<file path="src/hw/vmul_cfg.svh">
`ifndef VMUL_CFG_SVH
`define VMUL_CFG_SVH

// operand and result vector width
`define VMUL_DATA_W 64
`define VMUL_ADDR_W 32

// one extended 16-bit half plus sign
`define VMUL_OPND_W 17
`define VMUL_PROD_W 34

// slots in the downstream result buffer
`define VMUL_CREDITS 4

// operand select, multiply, result select
`define VMUL_LATENCY 3

`endif

</file>
<file path="src/hw/vmul_pkg.sv">
`include "vmul_cfg.svh"

package vmul_pkg;

	typedef logic [`VMUL_DATA_W-1:0] vec_t;
	typedef logic [`VMUL_ADDR_W-1:0] addr_t;

	typedef logic signed [`VMUL_OPND_W-1:0] opnd_t;
	typedef logic signed [`VMUL_PROD_W-1:0] prod_t;
	typedef logic [`VMUL_DATA_W-1:0] wide_t;

	typedef logic [$clog2(`VMUL_CREDITS+1)-1:0] credit_t;

	// element width, sew_64 gives a zero result
	typedef enum logic [1:0] {
		sew_8 = 2'd0,
		sew_16 = 2'd1,
		sew_32 = 2'd2,
		sew_64 = 2'd3
	} sew_e;

	typedef enum logic [1:0] {
		op_mul = 2'd0,
		op_mulh = 2'd1,
		op_mulhu = 2'd2,
		op_mulhsu = 2'd3
	} op_e;

endpackage

</file>
<file path="src/hw/vmul_credit_gate.sv">
`include "vmul_cfg.svh"

module vmul_credit_gate (
	input  logic clk,
	input  logic rst,
	input  logic in_valid,
	input  logic out_credit,
	output logic in_credit
);

	// pending: not yet granted, held: upstream owns, used: in pipe or consumer
	vmul_pkg::credit_t pending;
	vmul_pkg::credit_t held;
	vmul_pkg::credit_t used;
	logic              grant;

	assign grant = (pending != '0);

	always_ff @(posedge clk) begin
		if (rst) begin
			pending <= vmul_pkg::credit_t'(`VMUL_CREDITS);
			held <= '0;
			used <= '0;
			in_credit <= 1'b0;
		end else begin
			// one grant per cycle
			in_credit <= grant;
			case ({grant, out_credit})
				2'b10: pending <= pending - 1'b1;
				2'b01: pending <= pending + 1'b1;
				default: begin
				end
			endcase
			case ({in_credit, in_valid})
				2'b10: held <= held + 1'b1;
				2'b01: held <= held - 1'b1;
				default: begin
				end
			endcase
			case ({in_valid, out_credit})
				2'b10: used <= used + 1'b1;
				2'b01: used <= used - 1'b1;
				default: begin
				end
			endcase
		end
	end

	a_spend_held: assert property (@(posedge clk) disable iff (rst) in_valid |-> held != '0)
		else $error("operation issued without a credit");

	a_pool_bound: assert property (@(posedge clk) disable iff (rst)
		int'(pending) + int'(held) + int'(in_credit) + int'(used) <= `VMUL_CREDITS)
		else $error("credit pool overrun");

endmodule

</file>
<file path="config.mk">
export PLATFORM = sky130hd
export DESIGN_NAME = vmul_credit_gate
export DESIGN_NICKNAME = d
export VERILOG_FILES = /design/src/hw/vmul_pkg.sv /design/src/hw/vmul_credit_gate.sv
export VERILOG_INCLUDE_DIRS = /design/src /design/src/hw
export SDC_FILE = /design/constraint.sdc
export NUM_CORES = 1
export LEC_CHECK = 0
export BUFFER_PORTS_ARGS = -buffer_cell sky130_fd_sc_hd__clkbuf_2
export CAP_MARGIN = 30
export CORE_AREA = 2 2 39 41
export CTS_BUF_LIST = sky130_fd_sc_hd__clkbuf_4 sky130_fd_sc_hd__clkbuf_8
export CTS_CLUSTER_DIAMETER = 150
export DETAILED_ROUTE_END_ITERATION = 8
export DIE_AREA = 0 0 41 43
export GPL_ROUTABILITY_DRIVEN = 0
export PLACE_DENSITY = 0.3
export SYNTH_ARGS = -nofsm -noshare
export SYNTH_HDL_FRONTEND = slang
export SYNTH_SLANG_ARGS = --single-unit
</file>
<file path="constraint.sdc">
create_clock -name clk -period 4.5 [get_ports clk]
set_clock_uncertainty 0.05 [all_clocks]
set_input_delay 0.675 -clock clk [delete_from_list [all_inputs] [get_ports clk]]
set_output_delay 0.675 -clock clk [all_outputs]
set_load 0.01 [all_outputs]
</file>
==> flow_metrics.tcl <==
set metrics [dict create \
    syn_inst 17 \
    max_freq_ghz 0.5002 \
    avgSynthCellArea_um2 10.52 \
    cts_buffers 3 \
    preCtsSetupSlack_ns 2.355 \
    busiest_layer "met3" \
    worst_ir_drop_vdd_mv 0.1987 \
    hold_slack_ns 0.4875 \
    grt_pass1_vias 121 \
    critical_path_arrival_ns 2.06 \
    cts_root_buf "clkbuf_4" \
    synth_enable_flop_cells 0 \
    yosysMostFrequentCell "dfxtp_1" \
    clock_latency_ns 0.23 \
    timing_hold_violations_final 0 \
    holdBufCountCts 0 \
    die_h_um 43 \
    cts_resized 0 \
    critPathSlowestCell "fa_1" \
    antenna_found_initial 0 \
    synth.area.top_cells "dfxtp_1 45%, fa_1 11%, xor2_1 9.8%, ha_1 7.0%, nor2_1 6.3%" \
    postRouteAntennaNets 0 \
    drt-vias-per-instance 3.333 \
    ys.flop_type "dfxtp_1" \
    clk_pin_slew_worst_paths_ns 0.04 \
    crit_required_ns 4.56 \
    post_cts_buffers 0 \
    clock_path_buffers 2 \
    crit_chain "nor3_1 > ha_1 > inv_1 > fa_1 > xor2_1 > o21ai_1 > or3b_1" \
    cts_htree_levels 1 \
    power.leakage_nw 0.1063 \
    synthToLayoutAreaGrowth_pct 32.17 \
    grt_pass1_wl_um 427 \
    path_class "flip-flop to flip-flop" \
    cp-end-kind "flip-flop" \
    crit_path_start_kind "flip-flop" \
    setup_viol 0 \
    drive_gt1_share_pct 26.09 \
    ys_types 10 \
    n_antenna_cell 0 \
    nets 31 \
    clock_sinks 4 \
    relSlewSlack_pct 84.00 \
    synthTopCellsByCount "4 x dfxtp_1, 3 x nor2_1, 2 x nor3_1, 2 x xor2_1" \
    fin_ws_ns 2.501 \
    synth-async-reset-ratio_pct 0 \
    syn_area_um2 178.9 \
    synth_top_area_cell "dfxtp_1" \
    ys_ff_latch 4 \
    outcome "finished clean" \
    reg2reg_slack_ns 2.50 \
    max_stage_delay_ns 0.37 \
    period_minus_slack_ns 1.999 \
    grtUsageMet1_pct 3.548 \
    worst_pin_slew_ns 0.2382 \
    io_pins 5 \
    core_um2 1384 \
    dpl.hpwl_um 247.8 \
    slew_violations 0 \
    io_buffers 3 \
    drc_errors 0 \
    fin_crit_sh_pct 44.43 \
    seq_area_frac_synth_pct 44.76 \
    die_w_um 41 \
    grt_util_all_layers_pct 4.523 \
    cp_max_fo 3 \
    use_met3_pct 9.424 \
    synth.top_cell.area_share_pct 44.76 \
    first_pass_iters 2 \
    maxCapViolations 0 \
    grt_setup_unrepaired "no" \
    finalSetupTns_ns 0 \
    wirelength_um 291 \
    die-area_um2 1763 \
    num_vias 130 \
    num_rows 14 \
    gr-total-overflow 0 \
    post_drt_wl_per_cell_um 7.462 \
    initial_utilization_pct 12.93 \
    total_power_w 0.0001700 \
    cellPowerDensity_nw_per_um2 718.9 \
    cts_tree "yes" \
    synth_fp_nets 23 \
    drt_iter0_drc 1 \
    worstHoldPathType "flip-flop to flip-flop" \
    grt_max_degree 5 \
    use_met2_pct 5.000 \
    ys_warn_count 0 \
]
## power breakdown
group	switching (W)	leakage (nW)	internal, W	total (W)
clock network	0.0000140	0.0138	0.0000298	0.0000438
logic	0.0000301	0.0591	0.0000331	0.0000632
registers	0.0000125	0.0334	0.0000505	0.0000630
total	0.0000566	0.106	0.000113	0.000170
## kinds of logic after synthesis
family / count (synthesis) / synth area share [%]
compound gates: 1 / 2.795
fa+ha+maj: 2 / 18.18
flops: 4 / 44.76
mux: 1 / 5.595
xor+xnor: 2 / 9.792
buf+inv: 1 / 2.096
simple gates: 6 / 16.78
## routing by layer
metal | up-vias | share of wire [%]
li1 | 72 | -
met1 | 56 | 47
met2 | 2 | 46
met3 | 0 | 6.2
met4 | 0 | 0
met5 | - | 0
## final cells by class
cell class                      count  area [um2]
Tap cell                           16       20.02
Timing Repair Buffer                3       15.01
Fill cell                         165        1147
Inverter                            1       3.754
Multi-Input combinational cell     12       95.09
Sequential cell                     4       80.08
Clock buffer                        3       22.52
## final timing paths
check / startpoint / endpoint / cells past startpoint
min: pending[2] / in_credit / 2
max reg2reg: pending[0] / pending[2] / 7
min reg2reg: pending[2] / in_credit / 2
max: pending[0] / pending[2] / 7
## critical path: cells and delay by family, from the launching register on
kind,cells,cell delay (ns)
and+or+nand+nor,2,0.59
AOI/OAI and AO/OA,1,0.10
adders and majority gates,2,0.59
xor gates and xnor gates,1,0.16
DFF,1,0.34
buffers and inverters,1,0.06
## flip-flops by register name, indices dropped and copies added (netlist names)
register / count
in_credit: 1
pending: 3
## placed cells by master (no fill, tap or decap), drive strengths merged
cell type  Yosys  layout
xor2           2       2
clkbuf         0       6
nor3           2       2
fa             1       1
dfxtp          4       4
inv            1       1
o21ai          1       1
mux2i          1       1
or3b           1       1
nor2           3       3
ha             1       1
## per-stage QoR
stage / util, % / cells / instance area (um2)
after CTS: 17.09 / 39 / 236.5
after detailed placement: 15.46 / 36 / 214.0
final: 17.09 / 39 / 236.5
after global routing: 17.09 / 39 / 236.5
after floorplan: - / 17 / 178.9
after global placement: 15.46 / 36 / 214.0
No activity file was read; power rests on OpenSTA's default activity.
