**config.mk**
```make
export PLATFORM = sky130hd
export DESIGN_NAME = vmul_result_select
export DESIGN_NICKNAME = d
export VERILOG_FILES = /design/src/hw/vmul_pkg.sv /design/src/hw/vmul_result_select.sv
export VERILOG_INCLUDE_DIRS = /design/src /design/src/hw
export SDC_FILE = /design/constraint.sdc
export NUM_CORES = 1
export LEC_CHECK = 0
export BUFFER_PORTS_ARGS = -buffer_cell sky130_fd_sc_hd__buf_2
export CORE_AREA = 10 10 176 178
export CTS_CLUSTER_DIAMETER = 150
export DETAILED_ROUTE_END_ITERATION = 12
export DIE_AREA = 0 0 186 188
export MAX_ROUTING_LAYER = met4
export SYNTH_ARGS = -nofsm -noshare
export SYNTH_HDL_FRONTEND = slang
export SYNTH_SLANG_ARGS = --single-unit
```
**constraint.sdc**
```tcl
create_clock -name clk -period 1.35 [get_ports clk]
set_clock_uncertainty 0.1 [all_clocks]
set_input_delay 0.135 -clock clk [delete_from_list [all_inputs] [get_ports clk]]
set_output_delay 0.135 -clock clk [all_outputs]
set_load 0.02 [all_outputs]
```
**src/hw/vmul_cfg.svh**
```systemverilog
`ifndef VMUL_CFG_SVH
`define VMUL_CFG_SVH

// operand and result vector width
`define VMUL_DATA_W 64
`define VMUL_ADDR_W 32

// one extended 16-bit half plus sign
`define VMUL_OPND_W 17
`define VMUL_PROD_W 34

// slots in the downstream result buffer
`define VMUL_CREDITS 4

// operand select, multiply, result select
`define VMUL_LATENCY 3

`endif

```
**src/hw/vmul_pkg.sv**
```systemverilog
`include "vmul_cfg.svh"

package vmul_pkg;

	typedef logic [`VMUL_DATA_W-1:0] vec_t;
	typedef logic [`VMUL_ADDR_W-1:0] addr_t;

	typedef logic signed [`VMUL_OPND_W-1:0] opnd_t;
	typedef logic signed [`VMUL_PROD_W-1:0] prod_t;
	typedef logic [`VMUL_DATA_W-1:0] wide_t;

	typedef logic [$clog2(`VMUL_CREDITS+1)-1:0] credit_t;

	// element width, sew_64 gives a zero result
	typedef enum logic [1:0] {
		sew_8 = 2'd0,
		sew_16 = 2'd1,
		sew_32 = 2'd2,
		sew_64 = 2'd3
	} sew_e;

	typedef enum logic [1:0] {
		op_mul = 2'd0,
		op_mulh = 2'd1,
		op_mulhu = 2'd2,
		op_mulhsu = 2'd3
	} op_e;

endpackage

```
**src/hw/vmul_result_select.sv**
```systemverilog
module vmul_result_select (
	input  logic            clk,
	input  logic            rst,
	input  vmul_pkg::prod_t u0_p0,
	input  vmul_pkg::prod_t u0_p1,
	input  vmul_pkg::prod_t u1_p0,
	input  vmul_pkg::prod_t u1_p1,
	input  vmul_pkg::prod_t u2_p0,
	input  vmul_pkg::prod_t u2_p1,
	input  vmul_pkg::prod_t u3_p0,
	input  vmul_pkg::prod_t u3_p1,
	input  vmul_pkg::wide_t wide0,
	input  vmul_pkg::wide_t wide3,
	input  vmul_pkg::sew_e  sew,
	input  logic            high,
	output vmul_pkg::vec_t  vec
);

	vmul_pkg::vec_t vec_n;

	function automatic logic [7:0] pick8(input vmul_pkg::prod_t p, input logic hi);
		pick8 = hi ? p[15:8] : p[7:0];
	endfunction

	function automatic logic [15:0] pick16(input vmul_pkg::prod_t p, input logic hi);
		pick16 = hi ? p[31:16] : p[15:0];
	endfunction

	function automatic logic [31:0] pick32(input vmul_pkg::wide_t w, input logic hi);
		pick32 = hi ? w[63:32] : w[31:0];
	endfunction

	// lane 0 in the low bits, mirrors the slot order of operand select
	always_comb begin
		case (sew)
			vmul_pkg::sew_8: begin
				vec_n = {
					pick8(u0_p0, high),
					pick8(u0_p1, high),
					pick8(u1_p0, high),
					pick8(u1_p1, high),
					pick8(u2_p0, high),
					pick8(u2_p1, high),
					pick8(u3_p0, high),
					pick8(u3_p1, high)
				};
			end
			vmul_pkg::sew_16: begin
				vec_n = {
					pick16(u0_p0, high),
					pick16(u0_p1, high),
					pick16(u3_p0, high),
					pick16(u3_p1, high)
				};
			end
			vmul_pkg::sew_32: begin
				// unit 0 carries the upper lane
				vec_n = {pick32(wide0, high), pick32(wide3, high)};
			end
			default: begin
				vec_n = '0;
			end
		endcase
	end

	always_ff @(posedge clk) begin
		if (rst) begin
			vec <= '0;
		end else begin
			vec <= vec_n;
		end
	end

endmodule

```
==> key figures <==
Yosys
  – Seq/Total Area, Yosys: about 30%
  – Count of cell types in the netlist: 22
  – YS warnings: 0
  – Synth Flop Type: dfxtp_1
  – Post-synth EDFFs: 0
  – Mapped Area: 4250 µm²
  – Number of synthesized register bits: 64
  – Ys async rst share: 0%
  – Top cell type's share of synthesized area: ~30%
  – Top post-synthesis cells by count: 64 x dfxtp_1, 64 x mux2i_1, 56 x nand2_1
  – Post-Syn Nets: 792
  – Mapped Cells: 387
  – Synth area leaders: dfxtp_1 30%, mux4_2 25%, mux2i_1 15%
  – Area leader, netlist: dfxtp_1
  – Synth Area per Inst: 11.0 µm²

Clocking
  – CTS Root Cell: clkbuf_16
  – CTS max path bufs: 2
  – TritonCTS clock tree: built
  – Clock transition at path regs: about 0.07 ns
  – Number of setup buffers added after CTS: 0
  – # H-tree levels: 3
  – Clock Sink Count: 64
  – Total CTS buffers: 9

Cells and area
  – Number of flip-flops in the largest register: 64
  – Post-route cell area: approximately 8000 µm²
  – Filler cells: 2907
  – Final Instance Count excl. Fillers: 1241
  – Area Overhead vs Synth: 89.0%
  – Biggest register: vec
  – Util after Layout: 29.3%
  – Fraction of layout cells with a size suffix above 1: 60.3%
  – Nets: 1289
  – Biggest regs: vec x64

Worst hold path
  – Hold Startpoint: wide3[1]
  – Worst Hold End: vec[1]
  – Hold Path Class: in2reg
  – Hold path depth: 3

STA
  – Hold WS: 0.00164 ns
  – Ratio of final minimum period to clock period: between 90% and 100%
  – Setup tns final: 0 ns
  – Final WS setup: roughly 0.1 ns
  – Final Hold Vio Count: 0
  – RSZ-0062 raised after global routing: false
  – Max-slew headroom at the worst pin: 72.8%
  – Slew @ Worst Pin: 0.397 ns
  – Crit path time final: ~1.2 ns
  – Final setup fails: 0
  – FMAX: 0.801 GHz
  – Max-slew violations: 0

Drt
  – Routed WL: 27100 µm
  – Vias post-DR: around 5300
  – DRC Markers: 0
  – First DRT Iteration DRCs: 208
  – Number of vias per cell: 4.27
  – Avg WL per Cell: around 22 µm
  – DR pass1 iterations: 4
  – Post-route ant nets: 0

Run status
  – Status: complete, no violations

Power and ir drop
  – Max IR drop VDD: roughly 400 µV
  – PD cells: 826 nW/µm²
  – Pwr Total: roughly 6.6 mW
  – Lkg Pwr: roughly 4 nW

Floorplanning
  – Die span in x: between 150 and 200 µm
  – Die H: 188 µm
  – Num ports: 469
  – Die Area: 35000 µm²
  – Core area: 27500 µm²
  – Initial core utilization: 15.5%
  – Cell Rows: 61

Critical path
  – Data required, critical path: around 1.5 ns
  – Crit path from: high
  – Critical path peak fanout: 21
  – Setup CP Type: in2reg
  – Worst setup EP type: flop
  – Worst EP arrival: 1.35 ns
  – CP Launch Type: primary input

Placement
  – DP Worst Slack: -0.307 ns
  – Placed insts: 1142
  – I/O Buffers: 388
  – Placed Area: 6970 µm²
  – DPL Wire Length: 22700 µm
  – RD Place Congestion: 0.949

Flow run
  – Max Cap Viol: 0

Global route
  – First-pass GRT wire length: roughly 39000 µm
  – Largest net degree at the start of global routing: 32
  – GR Overflow Total: 0
  – All-Layer GR Usage: 15.4%
  – Vias in the first global route: 6057
  – Initial antenna violation count: 6
final cells by class:
type | count | area [µm²] | share of cell area [%]
antenna | 6 | 15.0 | 0.187
clock buffer | 10 | 229 | 2.85
clock inverter | 6 | 60.1 | 0.747
multi-input combinational | 286 | 2730 | 33.9
sequential | 64 | 1280 | 15.9
tap | 346 | 433 | 5.38
timing repair buffer | 523 | 3290 | 41.0
per-layer routing:
layer / vias to the layer above / track usage [%] / routed length, µm
met1: 2571 / 17.9 / 10900
met4: 0 / 3.75 / 458
met5: - / - / 0
met3: 33 / 4.45 / 2240
met2: 220 / 25.5 / 13500
li1: 2474 / - / -
worst max path at each step:
stage / to / slack [ns] / cells past startpoint
floorplan: vec[43] / 0.04 / 6
global placement: vec[50] / -0.37 / 5
detailed placement: vec[50] / -0.31 / 5
CTS: vec[50] / 0.07 / 5
global route: vec[50] / 0.04 / 5
finish: vec[50] / 0.10 / 5
kinds of logic after synthesis:
group                  synth area share (%)
DFF                                    30.1
and+or+nand+nor                        6.32
muxes                                  46.8
buffers and inverters                  5.97
AOI/OAI and AO/OA                      10.8
critical path, cell delays in order:
cell	delay, ns
buf_6	0.22
buf_12	0.22
buf_12	0.21
mux2i_1	0.41
o21ai_0	0.12
report_power, final:
group / switching (mW) / total, mW / internal [mW]
registers: 0.0387 / 2.07 / 2.03
clock network: 1.02 / 2.44 / 1.42
logic: 0.972 / 2.13 / 1.16
repair_timing:
action	in CTS	in global routing
hold buffers	77	0
endpoints found under the hold margin	40	0
resized for setup	0	0
layout by cell type, fill, tap and decap left out, drive strengths merged, types with 2 or more instances in the layout:
master,synthesis,routed
clkinv,0,3
clkbuf,7,10
o21ai,48,48
nor2b,2,2
mux2i,64,64
clkinvlp,0,2
nand2,56,56
a22oi,8,8
a21oi,16,16
o2bb2ai,8,8
buf,30,446
mux2,24,24
nor2,10,10
dfxtp,64,64
mux4,48,48
diode,0,6
dlygate4sd3,0,77
(Power assumes the default switching activity.)
