### src/hw/vmul_cfg.svh
`ifndef VMUL_CFG_SVH
`define VMUL_CFG_SVH

// operand and result vector width
`define VMUL_DATA_W 64
`define VMUL_ADDR_W 32

// one extended 16-bit half plus sign
`define VMUL_OPND_W 17
`define VMUL_PROD_W 34

// slots in the downstream result buffer
`define VMUL_CREDITS 4

// operand select, multiply, result select
`define VMUL_LATENCY 3

`endif

### src/hw/vmul_pkg.sv
`include "vmul_cfg.svh"

package vmul_pkg;

	typedef logic [`VMUL_DATA_W-1:0] vec_t;
	typedef logic [`VMUL_ADDR_W-1:0] addr_t;

	typedef logic signed [`VMUL_OPND_W-1:0] opnd_t;
	typedef logic signed [`VMUL_PROD_W-1:0] prod_t;
	typedef logic [`VMUL_DATA_W-1:0] wide_t;

	typedef logic [$clog2(`VMUL_CREDITS+1)-1:0] credit_t;

	// element width, sew_64 gives a zero result
	typedef enum logic [1:0] {
		sew_8 = 2'd0,
		sew_16 = 2'd1,
		sew_32 = 2'd2,
		sew_64 = 2'd3
	} sew_e;

	typedef enum logic [1:0] {
		op_mul = 2'd0,
		op_mulh = 2'd1,
		op_mulhu = 2'd2,
		op_mulhsu = 2'd3
	} op_e;

endpackage

### src/hw/vmul_operand_select.sv
`include "vmul_cfg.svh"

module vmul_operand_select (
	input  logic            clk,
	input  logic            rst,
	input  vmul_pkg::vec_t  vec0,
	input  vmul_pkg::vec_t  vec1,
	input  vmul_pkg::sew_e  sew,
	input  vmul_pkg::op_e   op,
	output vmul_pkg::opnd_t u0_a0,
	output vmul_pkg::opnd_t u0_a1,
	output vmul_pkg::opnd_t u0_b0,
	output vmul_pkg::opnd_t u0_b1,
	output vmul_pkg::opnd_t u1_a0,
	output vmul_pkg::opnd_t u1_a1,
	output vmul_pkg::opnd_t u1_b0,
	output vmul_pkg::opnd_t u1_b1,
	output vmul_pkg::opnd_t u2_a0,
	output vmul_pkg::opnd_t u2_a1,
	output vmul_pkg::opnd_t u2_b0,
	output vmul_pkg::opnd_t u2_b1,
	output vmul_pkg::opnd_t u3_a0,
	output vmul_pkg::opnd_t u3_a1,
	output vmul_pkg::opnd_t u3_b0,
	output vmul_pkg::opnd_t u3_b1
);

	// slot = unit*2 + product index
	vmul_pkg::opnd_t a_n [8];
	vmul_pkg::opnd_t b_n [8];
	vmul_pkg::opnd_t a_q [8];
	vmul_pkg::opnd_t b_q [8];
	logic            sgn_a;
	logic            sgn_b;

	function automatic vmul_pkg::opnd_t ext8(input logic [7:0] x, input logic sgn);
		ext8 = {{(`VMUL_OPND_W-8){sgn & x[7]}}, x};
	endfunction

	function automatic vmul_pkg::opnd_t ext16(input logic [15:0] x, input logic sgn);
		ext16 = {{(`VMUL_OPND_W-16){sgn & x[15]}}, x};
	endfunction

	// low half does not depend on signedness
	assign sgn_a = (op == vmul_pkg::op_mulh) || (op == vmul_pkg::op_mulhsu);
	assign sgn_b = (op == vmul_pkg::op_mulh);

	always_comb begin
		for (int s = 0; s < 8; s++) begin
			a_n[s] = '0;
			b_n[s] = '0;
		end
		case (sew)
			vmul_pkg::sew_8: begin
				// lane i lands in slot 7-i
				for (int s = 0; s < 8; s++) begin
					a_n[s] = ext8(vec0[8*(7-s) +: 8], sgn_a);
					b_n[s] = ext8(vec1[8*(7-s) +: 8], sgn_b);
				end
			end
			vmul_pkg::sew_16: begin
				a_n[7] = ext16(vec0[15:0], sgn_a);
				a_n[6] = ext16(vec0[31:16], sgn_a);
				a_n[1] = ext16(vec0[47:32], sgn_a);
				a_n[0] = ext16(vec0[63:48], sgn_a);
				b_n[7] = ext16(vec1[15:0], sgn_b);
				b_n[6] = ext16(vec1[31:16], sgn_b);
				b_n[1] = ext16(vec1[47:32], sgn_b);
				b_n[0] = ext16(vec1[63:48], sgn_b);
			end
			vmul_pkg::sew_32: begin
				// lane 0 on unit 3, lane 1 on unit 0, lower halves unsigned
				a_n[7] = ext16(vec0[31:16], sgn_a);
				a_n[6] = ext16(vec0[15:0], 1'b0);
				a_n[1] = ext16(vec0[63:48], sgn_a);
				a_n[0] = ext16(vec0[47:32], 1'b0);
				b_n[7] = ext16(vec1[31:16], sgn_b);
				b_n[6] = ext16(vec1[15:0], 1'b0);
				b_n[1] = ext16(vec1[63:48], sgn_b);
				b_n[0] = ext16(vec1[47:32], 1'b0);
			end
			default: begin
			end
		endcase
	end

	always_ff @(posedge clk) begin
		if (rst) begin
			for (int s = 0; s < 8; s++) begin
				a_q[s] <= '0;
				b_q[s] <= '0;
			end
		end else begin
			a_q <= a_n;
			b_q <= b_n;
		end
	end

	assign u0_a0 = a_q[0];
	assign u0_a1 = a_q[1];
	assign u1_a0 = a_q[2];
	assign u1_a1 = a_q[3];
	assign u2_a0 = a_q[4];
	assign u2_a1 = a_q[5];
	assign u3_a0 = a_q[6];
	assign u3_a1 = a_q[7];
	assign u0_b0 = b_q[0];
	assign u0_b1 = b_q[1];
	assign u1_b0 = b_q[2];
	assign u1_b1 = b_q[3];
	assign u2_b0 = b_q[4];
	assign u2_b1 = b_q[5];
	assign u3_b0 = b_q[6];
	assign u3_b1 = b_q[7];

endmodule

### config.mk
export PLATFORM = sky130hd
export DESIGN_NAME = vmul_operand_select
export DESIGN_NICKNAME = d
export VERILOG_FILES = /design/src/hw/vmul_pkg.sv /design/src/hw/vmul_operand_select.sv
export VERILOG_INCLUDE_DIRS = /design/src /design/src/hw
export SDC_FILE = /design/constraint.sdc
export NUM_CORES = 1
export LEC_CHECK = 0
export BUFFER_PORTS_ARGS = -buffer_cell sky130_fd_sc_hd__clkbuf_2
export CORE_AREA = 2 2 156 158
export DETAILED_ROUTE_END_ITERATION = 10
export DIE_AREA = 0 0 158 160
export PLACE_DENSITY_LB_ADDON = 0.12
export SLEW_MARGIN = 10
export SYNTH_ARGS = -nofsm -noshare
export SYNTH_HDL_FRONTEND = slang
export SYNTH_SLANG_ARGS = --single-unit
### constraint.sdc
create_clock -name clk -period 1.05 [get_ports clk]
set_input_delay 0 -clock clk [delete_from_list [all_inputs] [get_ports clk]]
set_output_delay 0 -clock clk [all_outputs]
set_load 0.01 [all_outputs]
==> summary.md <==
| Metric | Value |
|---|---|
| Starting DRT DRC Count | `262` |
| Compound-Gate Fraction of Synth Area | `0.141` |
| Critical path, cell by cell | `buf_2` |
| # IOs | `just over 400` |
| Vias | `7,380` |
| DRT Pass-1 Iters | `5` |
| Mapped cell area | `7750 um2` |
| MaxCap Viol Count | `0` |
| Port bufs | `405` |
| Final period util | `0.975` |
| Fillers | `2,285` |
| Critical Path End Type | `output port` |
| Post-detailed-route via-to-cell ratio | `4.59` |
| DRT Wirelength | `27,600 um` |
| Largest family of logic cells by synthesized area | `simple AND/OR/NAND/NOR gates` |
| Cell Rows | `57` |
| ANT nets after route | `0` |
| Slew @ Worst Pin | `416 ps` |
| Endpoints failing hold | `0` |
| Core Area | `23,800 um2` |
| Total power draw | `19.2 mW` |
| Wirelength per Cell | `between 15 and 20 um` |
| Slew margin rel. | `0.722` |
| Post-Synth Adder-Cell Area | `0` |
| Die W | `between 150 and 200 um` |
| Vias in the first global route | `7,346` |
| Placed Cells | `1,425` |
| CP startpoint kind | `flip-flop` |
| DRC viols | `0` |
| Final net count | `1,401` |
| Final Critical Period | `1020 ps` |
| XOR/XNOR Fraction of Synth Area | `0` |
| Worst Hold End | `u0_b0[15]` |
| Fraction of layout instances using a drive strength above 1 | `0.388` |
| ANT cells | `0` |
| Worst Hold Launch | `sew[1]` |
| Max VDD drop | `1190 uV` |
| Grt total ovfl | `0` |
| Most frequent cell after synthesis | `dfxtp_1` |
| Syn Area/Cell | `between 9 and 10 um2` |
| Post-Syn Instances | `around 780` |
| P&R area growth vs syn | `55.9%` |
| Post-synth EDFFs | `0` |
| Synth cell types | `33` |
| Max clock buf depth | `3` |
| Largest area contributor in the netlist | `dfxtp_1` |
| Yosys warns | `0` |
| Hold WC Path Type | `input pin to flip-flop` |
| Gr usage total | `0.210` |
| Initial core utilization | `0.325` |
| Core Util, Final | `0.507` |
| Syn_nets | `913` |
| Initial antenna violation count | `1` |
| Final Max Slew Viols | `0` |
| Critical Path RT | `1050 ps` |
| Crit Path Category | `flip-flop to output port` |
| Setup bufs post-CTS | `0` |
| Synth top area share | `0.537` |
| Family with the most delay on the worst path | `flip-flops` |
| F_max | `approximately 980 MHz` |
| TritonCTS clock tree | `done` |
| Leak Pwr | `5.81 nW` |
| Height of the chip | `about 160 um` |
| RSZ-0062 raised after global routing | `yes` |
| Half-perimeter wire length after placement | `19,000 um` |
| Buffers and inverters on the worst path | `1` |
| Largest net degree at the start of global routing | `56` |
| Clock sink count | `208` |
| CTS Buf Count | `24` |
| Die area | `25,300 um2` |
| CTS clk-pin slew, worst paths | `approximately 60 ps` |
| Post-synthesis register bit count | `around 210` |
| CTS H-tree depth | `1` |
| CTS root buf | `clkbuf_16` |
| Commonest cells post-synth | `dfxtp_1 (208), buf_4 (70), a21oi_1 (68), and2_1 (68), nand2_1 (55)` |
| Post-synthesis mux area share | `0.0452` |
| Status | `completed` |
| Slowest-stage cell, CP | `dfxtp_4` |
| First-pass GRT wire length | `41,900 um` |
| Simple-gate share of the synthesized area | `0.178` |
| Final setup violation count | `0` |
| Max stage delay on crit path | `380 ps` |
| Async SR Flop Fraction | `0` |
| Layout Cells excl Fill | `~1,600` |
| Synth Flop Type | `dfxtp_1` |
| Worst Path Max Fanout | `9` |
| Hold depth | `5` |
| Routability cong. | `0.809` |
| Pwr per Cell Area | `1590 nW/um2` |
| Share of the yosys chip area belonging to registers | `0.537` |
| Area contributors post-synth | `dfxtp_1 (54%), buf_4 (6.8%), and2_1 (5.5%)` |
| Arrival @ worst endpoint | `a little over 1000 ps` |
## per-stage QoR
step           instance area [um2]  setup WS, ps  hold slack (ps)  setup TNS [ps]
2_1_floorplan                 7750          85.6              122               0
3_3_place_gp                  9840         -66.0              239           -1340
3_5_place_dp                  9840          -123              239           -3030
4_1_cts                      12100         -17.8             18.4            -409
5_1_grt                      12100         -33.4             74.5            -862
6_report                     12100          25.8             59.9               0
## power by group
part           internal (mW)  switching, mW
Combinational           1.31           1.35
Clock                   4.98           3.24
Sequential              8.24          0.105
## worst max path at each step
stage,startpoint,end,cells past startpoint
finish,u1_a0[8],u1_a0[13],1
CTS,u1_a0[8],u1_a0[13],1
global placement,sew[1],u0_b1[13],5
global route,u1_a0[8],u1_a0[11],1
detailed placement,sew[1],u0_b1[13],5
floorplan,sew[0],u0_a1[10],6
## state kept, by name, summed over array words and instances, names as in the netlist, 17 cells and up
name and count:
u3_a0 17, u3_b0 17, u3_b1 17, u0_a0 17, u0_b0 17, u3_a1 17
u0_a1 17, u0_b1 17
## cell type report
| cell class | instances | area, um2 | area share |
|---|---|---|---|
| Clock buffer | 41 | 776 | 0.0642 |
| Clock inverter | 2 | 12.5 | 0.00104 |
| Multi-Input combinational cell | 450 | 2850 | 0.236 |
| Sequential cell | 208 | 4200 | 0.347 |
| Tap cell | 324 | 405 | 0.0336 |
| Timing Repair Buffer | 583 | 3850 | 0.318 |
## per-layer routing
metal	part of all wire	global-route usage
met5	0	0
met4	0.027	0.0639
met3	0.073	0.0472
met2	0.49	0.371
met1	0.41	0.253
## kinds of logic (layout without fill, tap and decap cells)
| family | Yosys count | count (layout) |
|---|---|---|
| buffers and inverters | 121 | 626 |
| AO/OA/AOI/OAI | 169 | 169 |
| AND/OR/NAND/NOR | 246 | 246 |
| multiplexers | 35 | 35 |
| flip-flops | 208 | 208 |
## cells in the final DEF (no fill, tap or decap), types with 2 or more instances in the layout
master / count
dlygate4sd3_1: 139
o21ai_0: 4
dfxtp_1: 198
dfxtp_4: 8
mux2i_1: 35
clkbuf_8: 9
buf_6: 2
buf_12: 9
a31oi_1: 29
and2_1: 68
clkbuf_1: 7
clkbuf_16: 25
nand2b_1: 2
a21oi_1: 68
buf_2: 71
buf_4: 31
nor2_1: 37
clkbuf_2: 330
or2_0: 16
dfxtp_2: 2
nor2b_1: 19
nor2b_4: 2
a211oi_1: 2
a2bb2oi_1: 18
and3_1: 5
nand2_1: 55
nand3b_1: 29
nand3_1: 4
a22o_1: 15
a22oi_1: 31
## timing repair
action | CTS | global route
endpoints found under the hold margin | 208 | 1
hold buffers | 139 | 1
setup endpoints to repair | 73 | 78
pin swaps | 0 | 0
gates cloned | 0 | 0
resized for setup | 17 | 78
(Power assumes the default switching activity.)
