`config.mk`:
```
export PLATFORM = sky130hd
export DESIGN_NAME = vmul_mult32
export DESIGN_NICKNAME = d
export VERILOG_FILES = /design/src/hw/vmul_pkg.sv /design/src/hw/vmul_mult32.sv
export VERILOG_INCLUDE_DIRS = /design/src /design/src/hw
export SDC_FILE = /design/constraint.sdc
export NUM_CORES = 2
export LEC_CHECK = 0
export BUFFER_PORTS_ARGS = -buffer_cell sky130_fd_sc_hd__buf_2
export CAP_MARGIN = 20
export CELL_PAD_IN_SITES_DETAIL_PLACEMENT = 2
export CELL_PAD_IN_SITES_GLOBAL_PLACEMENT = 2
export CORE_ASPECT_RATIO = 0.7
export CORE_MARGIN = 1.5
export CORE_UTILIZATION = 45
export CTS_CLUSTER_DIAMETER = 30
export DETAILED_ROUTE_END_ITERATION = 7
export MAX_ROUTING_LAYER = met4
export PLACE_DENSITY = 0.95
export SLEW_MARGIN = 0
export SYNTH_ARGS = -nofsm -noshare
export SYNTH_HDL_FRONTEND = slang
export SYNTH_SLANG_ARGS = --single-unit
```
`constraint.sdc`:
```
create_clock -name clk -period 15.07 [get_ports clk]
set_input_delay 0 -clock clk [delete_from_list [all_inputs] [get_ports clk]]
set_output_delay 0 -clock clk [all_outputs]
set_load 0.05 [all_outputs]
```
`src/hw/vmul_cfg.svh`:
```
`ifndef VMUL_CFG_SVH
`define VMUL_CFG_SVH

// operand and result vector width
`define VMUL_DATA_W 64
`define VMUL_ADDR_W 32

// one extended 16-bit half plus sign
`define VMUL_OPND_W 17
`define VMUL_PROD_W 34

// slots in the downstream result buffer
`define VMUL_CREDITS 4

// operand select, multiply, result select
`define VMUL_LATENCY 3

`endif

```
`src/hw/vmul_pkg.sv`:
```
`include "vmul_cfg.svh"

package vmul_pkg;

	typedef logic [`VMUL_DATA_W-1:0] vec_t;
	typedef logic [`VMUL_ADDR_W-1:0] addr_t;

	typedef logic signed [`VMUL_OPND_W-1:0] opnd_t;
	typedef logic signed [`VMUL_PROD_W-1:0] prod_t;
	typedef logic [`VMUL_DATA_W-1:0] wide_t;

	typedef logic [$clog2(`VMUL_CREDITS+1)-1:0] credit_t;

	// element width, sew_64 gives a zero result
	typedef enum logic [1:0] {
		sew_8 = 2'd0,
		sew_16 = 2'd1,
		sew_32 = 2'd2,
		sew_64 = 2'd3
	} sew_e;

	typedef enum logic [1:0] {
		op_mul = 2'd0,
		op_mulh = 2'd1,
		op_mulhu = 2'd2,
		op_mulhsu = 2'd3
	} op_e;

endpackage

```
`src/hw/vmul_mult32.sv`:
```
`include "vmul_cfg.svh"

module vmul_mult32 (
	input  logic            clk,
	input  logic            rst,
	input  vmul_pkg::opnd_t a0,
	input  vmul_pkg::opnd_t a1,
	input  vmul_pkg::opnd_t b0,
	input  vmul_pkg::opnd_t b1,
	output vmul_pkg::prod_t p0,
	output vmul_pkg::prod_t p1,
	output vmul_pkg::wide_t wide
);

	vmul_pkg::prod_t pp00;
	vmul_pkg::prod_t pp11;
	vmul_pkg::prod_t pp10;
	vmul_pkg::prod_t pp01;
	vmul_pkg::wide_t wide_n;

	function automatic vmul_pkg::wide_t sext(input vmul_pkg::prod_t p);
		sext = {{(`VMUL_DATA_W-`VMUL_PROD_W){p[`VMUL_PROD_W-1]}}, p};
	endfunction

	assign pp00 = vmul_pkg::prod_t'(a0) * vmul_pkg::prod_t'(b0);
	assign pp11 = vmul_pkg::prod_t'(a1) * vmul_pkg::prod_t'(b1);
	assign pp10 = vmul_pkg::prod_t'(a1) * vmul_pkg::prod_t'(b0);
	assign pp01 = vmul_pkg::prod_t'(a0) * vmul_pkg::prod_t'(b1);

	// {a1,a0} * {b1,b0}, only the low 64 bits are kept
	assign wide_n = (sext(pp11) << 32) + (sext(pp10) << 16) + (sext(pp01) << 16) + sext(pp00);

	always_ff @(posedge clk) begin
		if (rst) begin
			p0 <= '0;
			p1 <= '0;
			wide <= '0;
		end else begin
			p0 <= pp00;
			p1 <= pp11;
			wide <= wide_n;
		end
	end

endmodule

```
==> results of run 1 <==
-- per-layer routing --
metal,GRT overflow,GRT usage [%]
met1,0,72.1
met4,9,69.7
met5,-,-
met3,0,61.1
met2,6,87.1
-- cell families after synthesis --
family	share of synthesized area, %
xor gates and xnor gates	3.65
and+or+nand+nor	14.8
DFF	4.59
AOI/OAI and AO/OA	5.87
buffers and inverters	11.6
adders and majority gates	59.5
-- stage by stage --
step / setup WS [ns] / cell area [um2] / instances / utilization (%)
floorplan: 5.11 / 50600 / 5505 / -
global placement: 2.89 / 52700 / 6950 / 47.5
detailed placement: 2.33 / 52700 / 6951 / 47.5
CTS: 2.49 / 53400 / 6984 / 48.1
==> impl_metrics.py, run 1 <==
metrics = {
    "synthesis": {
        "yosys_most_used_dff": "dfxtp_1",
        "yosysWarnings": 0,
        "synth-edff-count": 0,
        "yosys.area.top_type": "fa_1",
        "ys_ff_latch": 116,
        "async_reset_ff_share_pct": 0,
        "synth_area_leaders": "fa_1 49%, ha_1 11%, inv_1 9.6%",
        "ys_types": 63,
        "synthCells": 5505,
        "synth.avg_cell_area_um2": 9.18,
        "ys_seq_area_share_pct": 4.59,
        "synth_top_cell_area_share_pct": 48.9,
        "syn_area_um2": 50600,
        "syn-num-nets": 7238,
        "synth_common_cells": "1290 x inv_1, 1235 x fa_1, 637 x nand2_1",
        "synth_most_common_cell": "inv_1",
    },
    "floorplanning": {
        "start_util_pct": 45.5,
        "ios": 202,
        "dieWidth_um": 404,
        "die_y_um": 283,
        "rows": 102,
    },
    "global_route": {
        "grt.overflow.total": 15,
        "track_usage_pct": 73.7,
        "grt_max_degree": 79,
        "grt_antenna_before_repair": 44,
    },
    "clock_network": {
        "cts_buffers": 17,
        "cts-root-buf": "clkbuf_16",
        "cts.repair.resized": 0,
        "cts_sinks": 116,
        "htreeDepth": 4,
        "cts_buffer_depth": 2,
        "ctsHoldBuffers": 1,
        "post_cts_buffers": 0,
    },
    "placed_design": {
        "place.gp.congestion": 0.905,
        "dp_hpwl_um": 208000,
        "port_buffers": 201,
    },
    "timing": {
        "crit_endpoint": "wide[63]$_SDFF_PP0_/D",
        "worst-ep-kind": "sequential cell input",
    },
    "outcome": {
        "firstError": "[ERROR GRT-0232] Routing congestion too high. Check the congestion heatmap in the GUI.",
        "outcome": "stopped before the end",
        "lastStage": "global routing (5_1_grt)",
    },
}
==> inputs of run 2 (changes only) <==
--- a/config.mk
+++ b/config.mk
@@ -8,15 +8,10 @@
 export LEC_CHECK = 0
 export BUFFER_PORTS_ARGS = -buffer_cell sky130_fd_sc_hd__buf_2
 export CAP_MARGIN = 20
-export CELL_PAD_IN_SITES_DETAIL_PLACEMENT = 2
-export CELL_PAD_IN_SITES_GLOBAL_PLACEMENT = 2
-export CORE_ASPECT_RATIO = 0.7
 export CORE_MARGIN = 1.5
-export CORE_UTILIZATION = 45
-export CTS_CLUSTER_DIAMETER = 30
+export CORE_UTILIZATION = 40
 export DETAILED_ROUTE_END_ITERATION = 7
-export MAX_ROUTING_LAYER = met4
-export PLACE_DENSITY = 0.95
+export PLACE_DENSITY_LB_ADDON = 0.15
 export SLEW_MARGIN = 0
 export SYNTH_ARGS = -nofsm -noshare
 export SYNTH_HDL_FRONTEND = slang
==> impl_metrics.py, run 2 <==
metrics = {
    "outcome": {
        "outcome": "complete, no violations",
    },
    "timing": {
        "setup_viol": 0,
        "maxSlewHeadroom_pct": 23.9,
        "finalHoldViolations": 0,
        "fin_crit_ns": 11.88,
        "worst_pin_slew_ns": 1.14,
        "max_freq_mhz": 84.1,
        "final-max-slew-violation-count": 0,
        "finalCritPeriodShare_pct": 78.9,
        "fin_tns_setup_ns": 0,
        "rsz0062_at_grt": "no",
    },
    "floorplanning": {
        "die_y_um": 359,
        "start_util_pct": 40.3,
        "rows": 130,
        "die_area_um2": 129000,
        "ios": 202,
        "dieWidth_um": 359,
        "coreArea_um2": 126000,
    },
    "global_route": {
        "grt_pass1_wl_um": 230000,
        "grt_antenna_before_repair": 15,
        "grt.overflow.total": 0,
        "grt_max_degree": 66,
        "track_usage_pct": 23.6,
        "first_global_vias": 38900,
    },
    "clock_network": {
        "cts_tree": "done",
        "post_cts_buffers": 0,
        "ctsHoldBuffers": 1,
        "clkTransAtPathRegs_ns": 0.06,
        "cts_sinks": 116,
        "cts.repair.resized": 0,
        "cts-root-buf": "clkbuf_16",
        "cts_buffers": 17,
        "htreeDepth": 4,
        "cts_buffer_depth": 2,
    },
    "placed_design": {
        "port_buffers": 201,
        "dp_hpwl_um": 112000,
        "place.gp.congestion": 0.864,
    },
    "synthesis": {
        "synthSimpleGateAreaFrac_pct": 14.8,
        "ys_types": 63,
        "synth_common_cells": "1290 x inv_1, 1235 x fa_1, 637 x nand2_1",
        "synth_top_family_by_area": "adder cells",
        "ys_ff_latch": 116,
        "synth_compound_area_share_pct": 5.87,
        "async_reset_ff_share_pct": 0,
        "ys_seq_area_share_pct": 4.59,
        "yosysWarnings": 0,
        "synthCells": 5505,
        "yosys.area.top_type": "fa_1",
        "synth_top_cell_area_share_pct": 48.9,
        "synth.avg_cell_area_um2": 9.18,
        "syn-num-nets": 7238,
        "synthXorXnorAreaFrac_pct": 3.65,
        "synth_mux_area_share_pct": 0,
        "synth_most_common_cell": "inv_1",
        "syn_area_um2": 50600,
        "synth-edff-count": 0,
        "synth_area_leaders": "fa_1 49%, ha_1 11%, inv_1 9.6%",
        "yosys_most_used_dff": "dfxtp_1",
        "synthAdderAreaFrac_pct": 59.5,
    },
    "final_layout": {
        "syn2layout_area_growth_pct": 6.09,
        "drive_gt1_share_pct": 5.44,
        "nets": 7256,
        "mostFrequentLayoutCells": "1290 x inv_1, 1235 x fa_1, 637 x nand2_1",
        "largestRegisters": "wide: 48 flops, p0: 34 flops, p1: 34 flops",
        "top_register": "wide",
        "mostFrequentLayoutCell": "inv_1",
        "largest_register_ffs": 48,
    },
    "drt": {
        "detail-route-antenna-nets": 0,
        "dr_wl_met2_um": 68100,
        "dr.max_layer_used": "met5",
        "post_drt_wl_per_cell_um": 19.9,
        "vias": 35800,
        "drc": 0,
        "avgViaCountPerCell": 4.98,
        "drtPass1Iterations": 5,
        "met3WireLength_um": 7780,
        "totalWireLength_um": 143000,
        "drt_iter0_drc": 2048,
        "wl_met1_um": 64900,
    },
    "worst_setup_path": {
        "critPathSlowestCell": "fa_1",
        "arrival_ns": 12.32,
        "critPathMaxFanout": 34,
        "critPathMostFrequentCell": "fa_1",
        "worstSetupEndpointType": "flop",
        "slowest_delay_ns": 0.90,
        "worst_ep_required_time_ns": 15.51,
        "startpoint_type": "input pin",
        "crit_type": "input pin to flop",
    },
    "run": {
        "cap_violations": 0,
    },
    "hold_path": {
        "hold_path_class": "input pin to flop",
    },
}
-- run 2: path summary, 6_finish.rpt --
path	slack [ns]	endpoint	depth (start not counted)	startpoint
worst max-delay path	3.19	wide[63]	38	b0[2]
worst min-delay path	0.08	p0[0]	3	b0[0]
-- run 2: cells by family (layout without fill, tap and decap cells) --
logic type	count (synthesis)	in the layout
other	0	1
XOR/XNOR	209	209
AND/OR/NAND/NOR	1519	1519
adder cells (fa/ha/maj)	1663	1663
buffers and inverters	1548	1579
AO/OA/AOI/OAI	450	450
flip-flops	116	116
-- run 2: final cells by class --
type / instances / area, um2
tap: 1650 / 2060
clock buffer: 18 / 439
multi-input combinational: 3841 / 42400
inverter: 1290 / 4840
fill: 12600 / 71900
clock inverter: 14 / 164
antenna: 1 / 2.50
timing repair buffer: 257 / 1430
sequential: 116 / 2320
-- run 2: worst max-delay path, delay by kind of cell --
kind                     cells  cell delay [ns]
buffers and inverters        6             1.59
XOR/XNOR                     1             0.23
adder cells (fa/ha/maj)     10             4.95
AO/OA/AOI/OAI               16             4.24
AND/OR/NAND/NOR              5             1.28
-- run 2: per-stage QoR --
stage / util, % / instance area (um2) / hold slack [ns] / worst slack, ns / cells
2_1_floorplan: - / 50600 / 0.289 / 5.11 / 5505
3_3_place_gp: 42.2 / 53000 / 0.471 / 2.89 / 7153
3_5_place_dp: 42.2 / 53000 / 0.468 / 2.85 / 7153
4_1_cts: 42.7 / 53600 / 0.0279 / 3.36 / 7186
5_1_grt: 42.7 / 53600 / 0.0767 / 2.51 / 7186
6_report: 42.7 / 53600 / 0.0772 / 3.19 / 7187
-- run 2: layer usage --
| layer | track usage, % | vias to the layer above |
|---|---|---|
| met1 | 33.6 | 18700 |
| li1 | - | 16200 |
| met3 | 3.61 | 118 |
| met4 | 4.14 | 14 |
| met2 | 38.6 | 811 |
| met5 | 0 | - |
Power of run 2 is left out: the tool's default activity adds up to more than one toggle a clock period on the data nets, which glitch-free logic cannot reach.
