==> config.mk <==
export PLATFORM = sky130hd
export DESIGN_NAME = vmul_ctrl_pipe
export DESIGN_NICKNAME = d
export VERILOG_FILES = /design/src/hw/vmul_pkg.sv /design/src/hw/vmul_ctrl_pipe.sv
export VERILOG_INCLUDE_DIRS = /design/src /design/src/hw
export SDC_FILE = /design/constraint.sdc
export NUM_CORES = 1
export LEC_CHECK = 0
export ABC_CLOCK_PERIOD_IN_PS = 800
export BUFFER_PORTS_ARGS = -buffer_cell sky130_fd_sc_hd__buf_2
export CAP_MARGIN = 30
export CORE_MARGIN = 2
export CORE_UTILIZATION = 46
export DETAILED_ROUTE_END_ITERATION = 10
export GPL_TIMING_DRIVEN = 0
export PLACE_DENSITY = 0.82
export SETUP_SLACK_MARGIN = 0.05
export SYNTH_ARGS = -nofsm -noshare
export SYNTH_HDL_FRONTEND = slang
export SYNTH_SLANG_ARGS = --single-unit
==> constraint.sdc <==
create_clock -name clk -period 0.8 [get_ports clk]
set_input_delay 0.08 -clock clk [delete_from_list [all_inputs] [get_ports clk]]
set_output_delay 0.08 -clock clk [all_outputs]
set_load 0.01 [all_outputs]
==> src/hw/vmul_cfg.svh <==
`ifndef VMUL_CFG_SVH
`define VMUL_CFG_SVH

// operand and result vector width
`define VMUL_DATA_W 64
`define VMUL_ADDR_W 32

// one extended 16-bit half plus sign
`define VMUL_OPND_W 17
`define VMUL_PROD_W 34

// slots in the downstream result buffer
`define VMUL_CREDITS 4

// operand select, multiply, result select
`define VMUL_LATENCY 3

`endif

==> src/hw/vmul_pkg.sv <==
`include "vmul_cfg.svh"

package vmul_pkg;

	typedef logic [`VMUL_DATA_W-1:0] vec_t;
	typedef logic [`VMUL_ADDR_W-1:0] addr_t;

	typedef logic signed [`VMUL_OPND_W-1:0] opnd_t;
	typedef logic signed [`VMUL_PROD_W-1:0] prod_t;
	typedef logic [`VMUL_DATA_W-1:0] wide_t;

	typedef logic [$clog2(`VMUL_CREDITS+1)-1:0] credit_t;

	// element width, sew_64 gives a zero result
	typedef enum logic [1:0] {
		sew_8 = 2'd0,
		sew_16 = 2'd1,
		sew_32 = 2'd2,
		sew_64 = 2'd3
	} sew_e;

	typedef enum logic [1:0] {
		op_mul = 2'd0,
		op_mulh = 2'd1,
		op_mulhu = 2'd2,
		op_mulhsu = 2'd3
	} op_e;

endpackage

==> src/hw/vmul_ctrl_pipe.sv <==
`include "vmul_cfg.svh"

module vmul_ctrl_pipe (
	input  logic            clk,
	input  logic            rst,
	input  logic            in_valid,
	input  vmul_pkg::sew_e  in_sew,
	input  vmul_pkg::op_e   in_op,
	input  vmul_pkg::addr_t in_addr,
	output vmul_pkg::sew_e  s2_sew,
	output logic            s2_high,
	output logic            out_valid,
	output vmul_pkg::addr_t out_addr
);

	logic            vld_q [1:`VMUL_LATENCY];
	vmul_pkg::addr_t addr_q [1:`VMUL_LATENCY];
	vmul_pkg::sew_e  s1_sew;
	logic            s1_high;

	always_ff @(posedge clk) begin
		if (rst) begin
			for (int i = 1; i <= `VMUL_LATENCY; i++) begin
				vld_q[i] <= 1'b0;
				addr_q[i] <= '0;
			end
			s1_sew <= vmul_pkg::sew_8;
			s1_high <= 1'b0;
			s2_sew <= vmul_pkg::sew_8;
			s2_high <= 1'b0;
		end else begin
			// sideband zeroed on idle cycles
			vld_q[1] <= in_valid;
			addr_q[1] <= in_valid ? in_addr : '0;
			s1_sew <= in_valid ? in_sew : vmul_pkg::sew_8;
			s1_high <= in_valid && (in_op != vmul_pkg::op_mul);
			s2_sew <= s1_sew;
			s2_high <= s1_high;
			for (int i = 2; i <= `VMUL_LATENCY; i++) begin
				vld_q[i] <= vld_q[i-1];
				addr_q[i] <= addr_q[i-1];
			end
		end
	end

	assign out_valid = vld_q[`VMUL_LATENCY];
	assign out_addr = addr_q[`VMUL_LATENCY];

	a_quiet_in_reset: assert property (@(posedge clk) rst |=> !out_valid)
		else $error("result valid while in reset");

endmodule

==> results of run 1 <==
cells by family (layout without fill, tap and decap cells):
family | Yosys count | count (layout) | synth area share, %
buf+inv | 42 | 136 | 9.71
compound gates | 1 | 1 | 0.245
flops | 105 | 105 | 68.6
simple gates | 104 | 104 | 21.5
registers in the layout, indices dropped and copies added, names as in the netlist:
name and flops:
s2_sew 2, s1_high 1, s2_high 1, s1_sew 2, addr_q 96, vld_q 3
worst min-delay path by stage:
| stage | start | end | depth (start not counted) |
|---|---|---|---|
| floorplan | in_op[0] | s1_high | 1 |
| global placement | in_sew[1] | s1_sew[1] | 2 |
| detailed placement | in_addr[19] | addr_q[0][51] | 2 |
| CTS | in_valid | addr_q[0][63] | 3 |
| global route | in_valid | addr_q[0][63] | 3 |
| finish | in_valid | addr_q[0][63] | 3 |
power breakdown:
part	leakage [nW]	total [mW]	internal, mW	switching, mW
Sequential	0.873	5.42	5.38	0.0384
Combinational	0.826	0.520	0.338	0.182
Clock	0.0917	3.14	1.48	1.66
Total	1.79	9.07	7.19	1.88
layout make-up:
type,count,area share [%]
timing repair buffer,110,23.1
tap,77,2.34
clock buffer,11,3.20
sequential,105,52.2
buffer,10,1.40
multi-input combinational,105,16.2
clock inverter,5,1.58
stage by stage:
stage	power, mW	setup TNS, ns	setup slack, ns	util [%]
final	9.07	-2.15	-0.0747	64.4
after detailed placement	5.91	-3.10	-0.137	55.3
after global placement	5.89	-2.40	-0.0852	55.3
after CTS	9.16	-3.01	-0.0984	64.2
after floorplan	5.74	0	0.201	-
after global routing	9.44	-3.32	-0.113	64.4
layer usage:
| layer | up-vias | track usage [%] | routed length (um) |
|---|---|---|---|
| li1 | 899 | - | - |
| met1 | 742 | 14.6 | 1890 |
| met2 | 49 | 25.4 | 2600 |
| met3 | 6 | 3.46 | 201 |
| met4 | 0 | 6.93 | 79 |
| met5 | - | 0 | 0 |
cells in the final DEF, fill, tap and decap left out, drive strengths merged:
| cell type | Yosys | final |
|---|---|---|
| inv | 0 | 1 |
| dlygate4sd3 | 0 | 36 |
| o21a | 1 | 1 |
| and2 | 34 | 34 |
| bufinv | 0 | 1 |
| nor2b | 70 | 70 |
| clkinv | 0 | 1 |
| clkinvlp | 0 | 2 |
| dfxtp | 105 | 105 |
| buf | 42 | 84 |
| clkbuf | 0 | 11 |
timing repair:
item,in CTS,in global routing
gates resized for setup,60,9
endpoints found under the hold margin,35,0
buffers inserted,0,0
setup endpoints to repair,36,36
hold buffers,36,0
==> key figures, run 1 <==
Status
  • Outcome: finished, violations left
  • Failing checks: setup timing

STA
  • Final Cycle Share: 109%
  • Setup Skew: around 0.012 ns
  • Peak Freq: approximately 1100 MHz
  • Hold_ws: between 0.15 and 0.2 ns
  • Final WS setup: -0.0747 ns
  • Headroom to the max-slew limit: a little under nine tenths
  • Hold Fails Final Rpt: 0
  • Number of setup violations in the final report: 36
  • Actual slew at the worst max-slew pin: 0.213 ns
  • RSZ-0062 raised after global routing: true
  • Final min period: between 0.8 and 0.9 ns
  • Max Transition Viols Final: 0

Routing
  • Iter 0 DRT Violations: 10
  • DR DRC count: 0
  • Vias/cell: about 4.0
  • Routed WL: ~4800 um
  • Post-DRT Antenna Nets: 0
  • DR pass1 iterations: 3
  • Routed via count: approximately 1,700
  • Drt wl/cell: 11.3 um

Placement
  • Placed Area: around 0.0035 mm2
  • Port Buffers: 74
  • DP HPWL: around 3100 um
  • GPL Wtd Cong: between 0.7 and 0.8
  • Inst Count DP: between 400 and 500

Yosys
  • Post-synth EDFFs: 0
  • Synth warnings: 0
  • Mapped Area: 0.00307 mm2
  • Synth Register Bits: approximately 110
  • Synth Net Count: between 200 and 300
  • Leading area contributor after synthesis: dfxtp_1
  • Mapped Cells: 252
  • Synth top cells by count: dfxtp_1, nor2b_1, buf_4
  • Share of the synthesized area in the top cell type: between 60% and 70%
  • Netlist cell types: 7
  • Top-count cell post-synth: dfxtp_1
  • Async S/R FF share, synth: 0%
  • Syn avg cell area: between 10 and 15 um2
  • Ys flop type: dfxtp_1
  • Ranking of synthesized cells by area: dfxtp_1, nor2b_1, buf_4
  • Register area share after synthesis: a little under 70%

Critical path
  • CP Cell Sequence: buf_6
  • Critical path type: reg2out
  • Crit-path max FO: 1
  • Crit-path slowest cell: dfxtp_2
  • Worst r2r src: addr_q[0][49]
  • Reg2reg setup slack: roughly 0.24 ns
  • Critical R2R Capture: addr_q[0][81]
  • Buf/Inv on CP: 1
  • CP peak stage delay: 0.34 ns
  • Crit path from: addr_q[0][117]
  • FF-to-FF path depth: 1
  • Crit start category: register
  • Crit end category: primary output
  • Critical path depth: 1
  • CP arrival: about 0.79 ns
  • Critical path destination: out_addr[21]
  • WP data required: just over 0.7 ns
  • CP delay by family, top: flip-flops

Floorplan
  • Starting Density: about half
  • Die height: ~86 um
  • Die area: roughly 0.0073 mm2
  • Rows: 29
  • Core ar.: about 0.0064 mm2
  • Die width: approximately 86 um
  • Boundary Pins: 75

Global routing
  • Largest net degree at the start of global routing: 18
  • First-pass GRT wire length: approximately 7600 um
  • Vias in the first global route: approximately 1,700
  • Total track usage: between 10% and 20%
  • Initial antenna violation count: 0
  • Grt total ovfl: 0

Clock tree
  • Clk buf depth: 2
  • Clk_lat worst skew: around 0.35 ns
  • Clock sinks: 105
  • CTS clock-pin slew for the worst setup and hold paths: 0.09 ns
  • Root Buffer: clkbuf_8
  • CTS buffer count: 9
  • # H-tree levels: 3
  • CTS tree: built

Layout
  • Sequential Area: 0.00214 mm2
  • Layout cell share with drive strength beyond 1: 38.4%
  • Nets: 380
  • Area growth syn-to-layout: 34.1%
  • Final Non-Filler Cells: approximately 420
  • N_diodes: 0
  • # fillers: between 400 and 500
  • Multi-input logic area: approximately 670 um2
  • Post-route cell area: 0.00411 mm2

Pwr
  • LEAKAGE: ~1.8 nW
  • Maximum vdd drop: around 1.3 mV
  • Power density over the cells: approximately 2200 mW/mm2

Run
  • Number of max-cap violations: 0

Min path
  • Hold Crit Class: in2reg
Power figures use the tool's default switching activity.
==> run 2, diff against run 1 <==
--- a/config.mk
+++ b/config.mk
@@ -9,7 +9,8 @@
 export ABC_CLOCK_PERIOD_IN_PS = 800
 export BUFFER_PORTS_ARGS = -buffer_cell sky130_fd_sc_hd__buf_2
 export CAP_MARGIN = 30
-export CORE_MARGIN = 2
+export CORE_ASPECT_RATIO = 0.7
+export CORE_MARGIN = 10
 export CORE_UTILIZATION = 46
 export DETAILED_ROUTE_END_ITERATION = 10
 export GPL_TIMING_DRIVEN = 0
==> key figures, run 2 (synthesis gave the netlist of run 1 again) <==
Status
  • Outcome: finished, violations left
  • Failing checks: setup timing

Clock tree
  • CTS clock-pin slew for the worst setup and hold paths: approximately 0.10 ns
  • Clk_lat worst skew: roughly 0.35 ns
  • CTS tree: built
  • CTS buffer count: 9
  • Clock sinks: 105
  • # H-tree levels: 3
  • Root Buffer: clkbuf_8
  • Clk buf depth: 2

Routing
  • Routed via count: ~1,700
  • DR pass1 iterations: 4
  • Vias/cell: approximately 4
  • DR DRC count: 0
  • Iter 0 DRT Violations: 31
  • Post-DRT Antenna Nets: 0
  • Drt wl/cell: 12.4 um
  • Routed WL: between 5000 and 6000 um

Floorplan
  • Core ar.: 0.00634 mm2
  • Boundary Pins: 75
  • Starting Density: 48.4%
  • Die width: 118 um
  • Die area: ~0.010 mm2
  • Die height: 88.3 um
  • Rows: 24

Critical path
  • Buf/Inv on CP: 1
  • CP peak stage delay: roughly 0.34 ns
  • CP delay by family, top: flip-flops
  • CP arrival: 0.80 ns
  • WP data required: 0.72 ns
  • Crit-path max FO: 1
  • Crit-path slowest cell: dfxtp_2
  • Critical path type: reg2out
  • Crit start category: register
  • Crit end category: primary output
  • CP Cell Sequence: buf_6

Placement
  • DP HPWL: about 3700 um
  • GPL Wtd Cong: around 0.72
  • Port Buffers: 74

STA
  • RSZ-0062 raised after global routing: true
  • Final Cycle Share: 110%
  • Peak Freq: roughly 1100 MHz
  • Setup TNS: -2.29 ns
  • Max Transition Viols Final: 0
  • Actual slew at the worst max-slew pin: around 0.22 ns
  • Final min period: about 0.88 ns
  • Final WS setup: -0.0809 ns
  • Headroom to the max-slew limit: a little under nine tenths
  • Hold Fails Final Rpt: 0
  • Setup Skew: 0.00862 ns
  • Number of setup violations in the final report: 36

Layout
  • Layout cell share with drive strength beyond 1: 38.7%
  • Largest register FFs: 96
  • N_diodes: 0
  • Top flop regs: addr_q (96), vld_q (3)
  • Post-Route Utilization: around 66%
  • Area growth syn-to-layout: 35.8%
  • Nets: 380
  • Most common cell after layout, fill and taps aside: dfxtp_1
  • Most frequent cells in the layout: dfxtp_1, nor2b_1, buf_2, dlygate4sd3_1
  • Top reg by flops: addr_q
  • # fillers: ~470

Min path
  • Hold Crit Class: in2reg

Global routing
  • Vias in the first global route: 1,876
  • Initial antenna violation count: 0
  • Grt total ovfl: 0
  • Largest net degree at the start of global routing: 18
  • Total track usage: 11.2%
  • First-pass GRT wire length: 9180 um

Pwr
  • Maximum vdd drop: ~1.4 mV
  • LEAKAGE: 1.81 nW
  • Power density over the cells: around 2300 mW/mm2

Run
  • Number of max-cap violations: 0
run 2: cell types whose count changed in the layout (fill, tap and decap cells not counted), sizes merged:
cell and change:
bufinv +1, clkinvlp -1
run 2: routing by layer:
layer	track usage [%]	share of wire [%]	vias to the layer above
li1	-	-	900
met1	10.9	39	743
met2	20.8	53	52
met3	4.77	6.2	6
met4	5.15	1.5	0
met5	0	0	-
run 2: final timing paths:
kind	from	end	slack (ns)	cells past startpoint
max	addr_q[0][96]	out_addr[0]	-0.08	1
min	in_valid	addr_q[0][63]	0.18	3
max reg2reg	s1_sew[0]	s2_sew[0]	0.26	1
min reg2reg	addr_q[0][41]	addr_q[0][73]	0.44	1
run 2: power breakdown:
| group | internal, mW | switching (mW) |
|---|---|---|
| registers | 5.38 | 0.0357 |
| clock network | 1.95 | 1.63 |
| logic | 0.338 | 0.188 |
| total | 7.66 | 1.85 |
run 2: repair_timing:
action                                  CTS  global route
endpoints found under the setup margin   36            36
hold buffers                             36             0
endpoints found under the hold margin    35             0
buffers inserted                          0             0
gates resized for setup                  69             4
run 2: metrics by stage:
stage	instances	setup WS (ns)	cell area, um2	power, mW	hold WS, ns
floorplan	252	0.201	3070	5.74	0.190
global placement	417	-0.102	3550	5.90	0.276
detailed placement	417	-0.131	3550	5.92	0.282
CTS	437	-0.105	4150	9.60	0.160
global route	437	-0.122	4160	9.90	0.164
finish	437	-0.0809	4160	9.51	0.177
run 2: cell type report:
class                      instances  area (um2)  area share [%]
sequential                       105        2140            51.5
clock inverter                     5        85.1            2.04
clock buffer                      11         151            3.64
tap                               91         114            2.74
multi-input combinational        105         666            16.0
timing repair buffer             110         946            22.7
buffer                            10        57.6            1.38
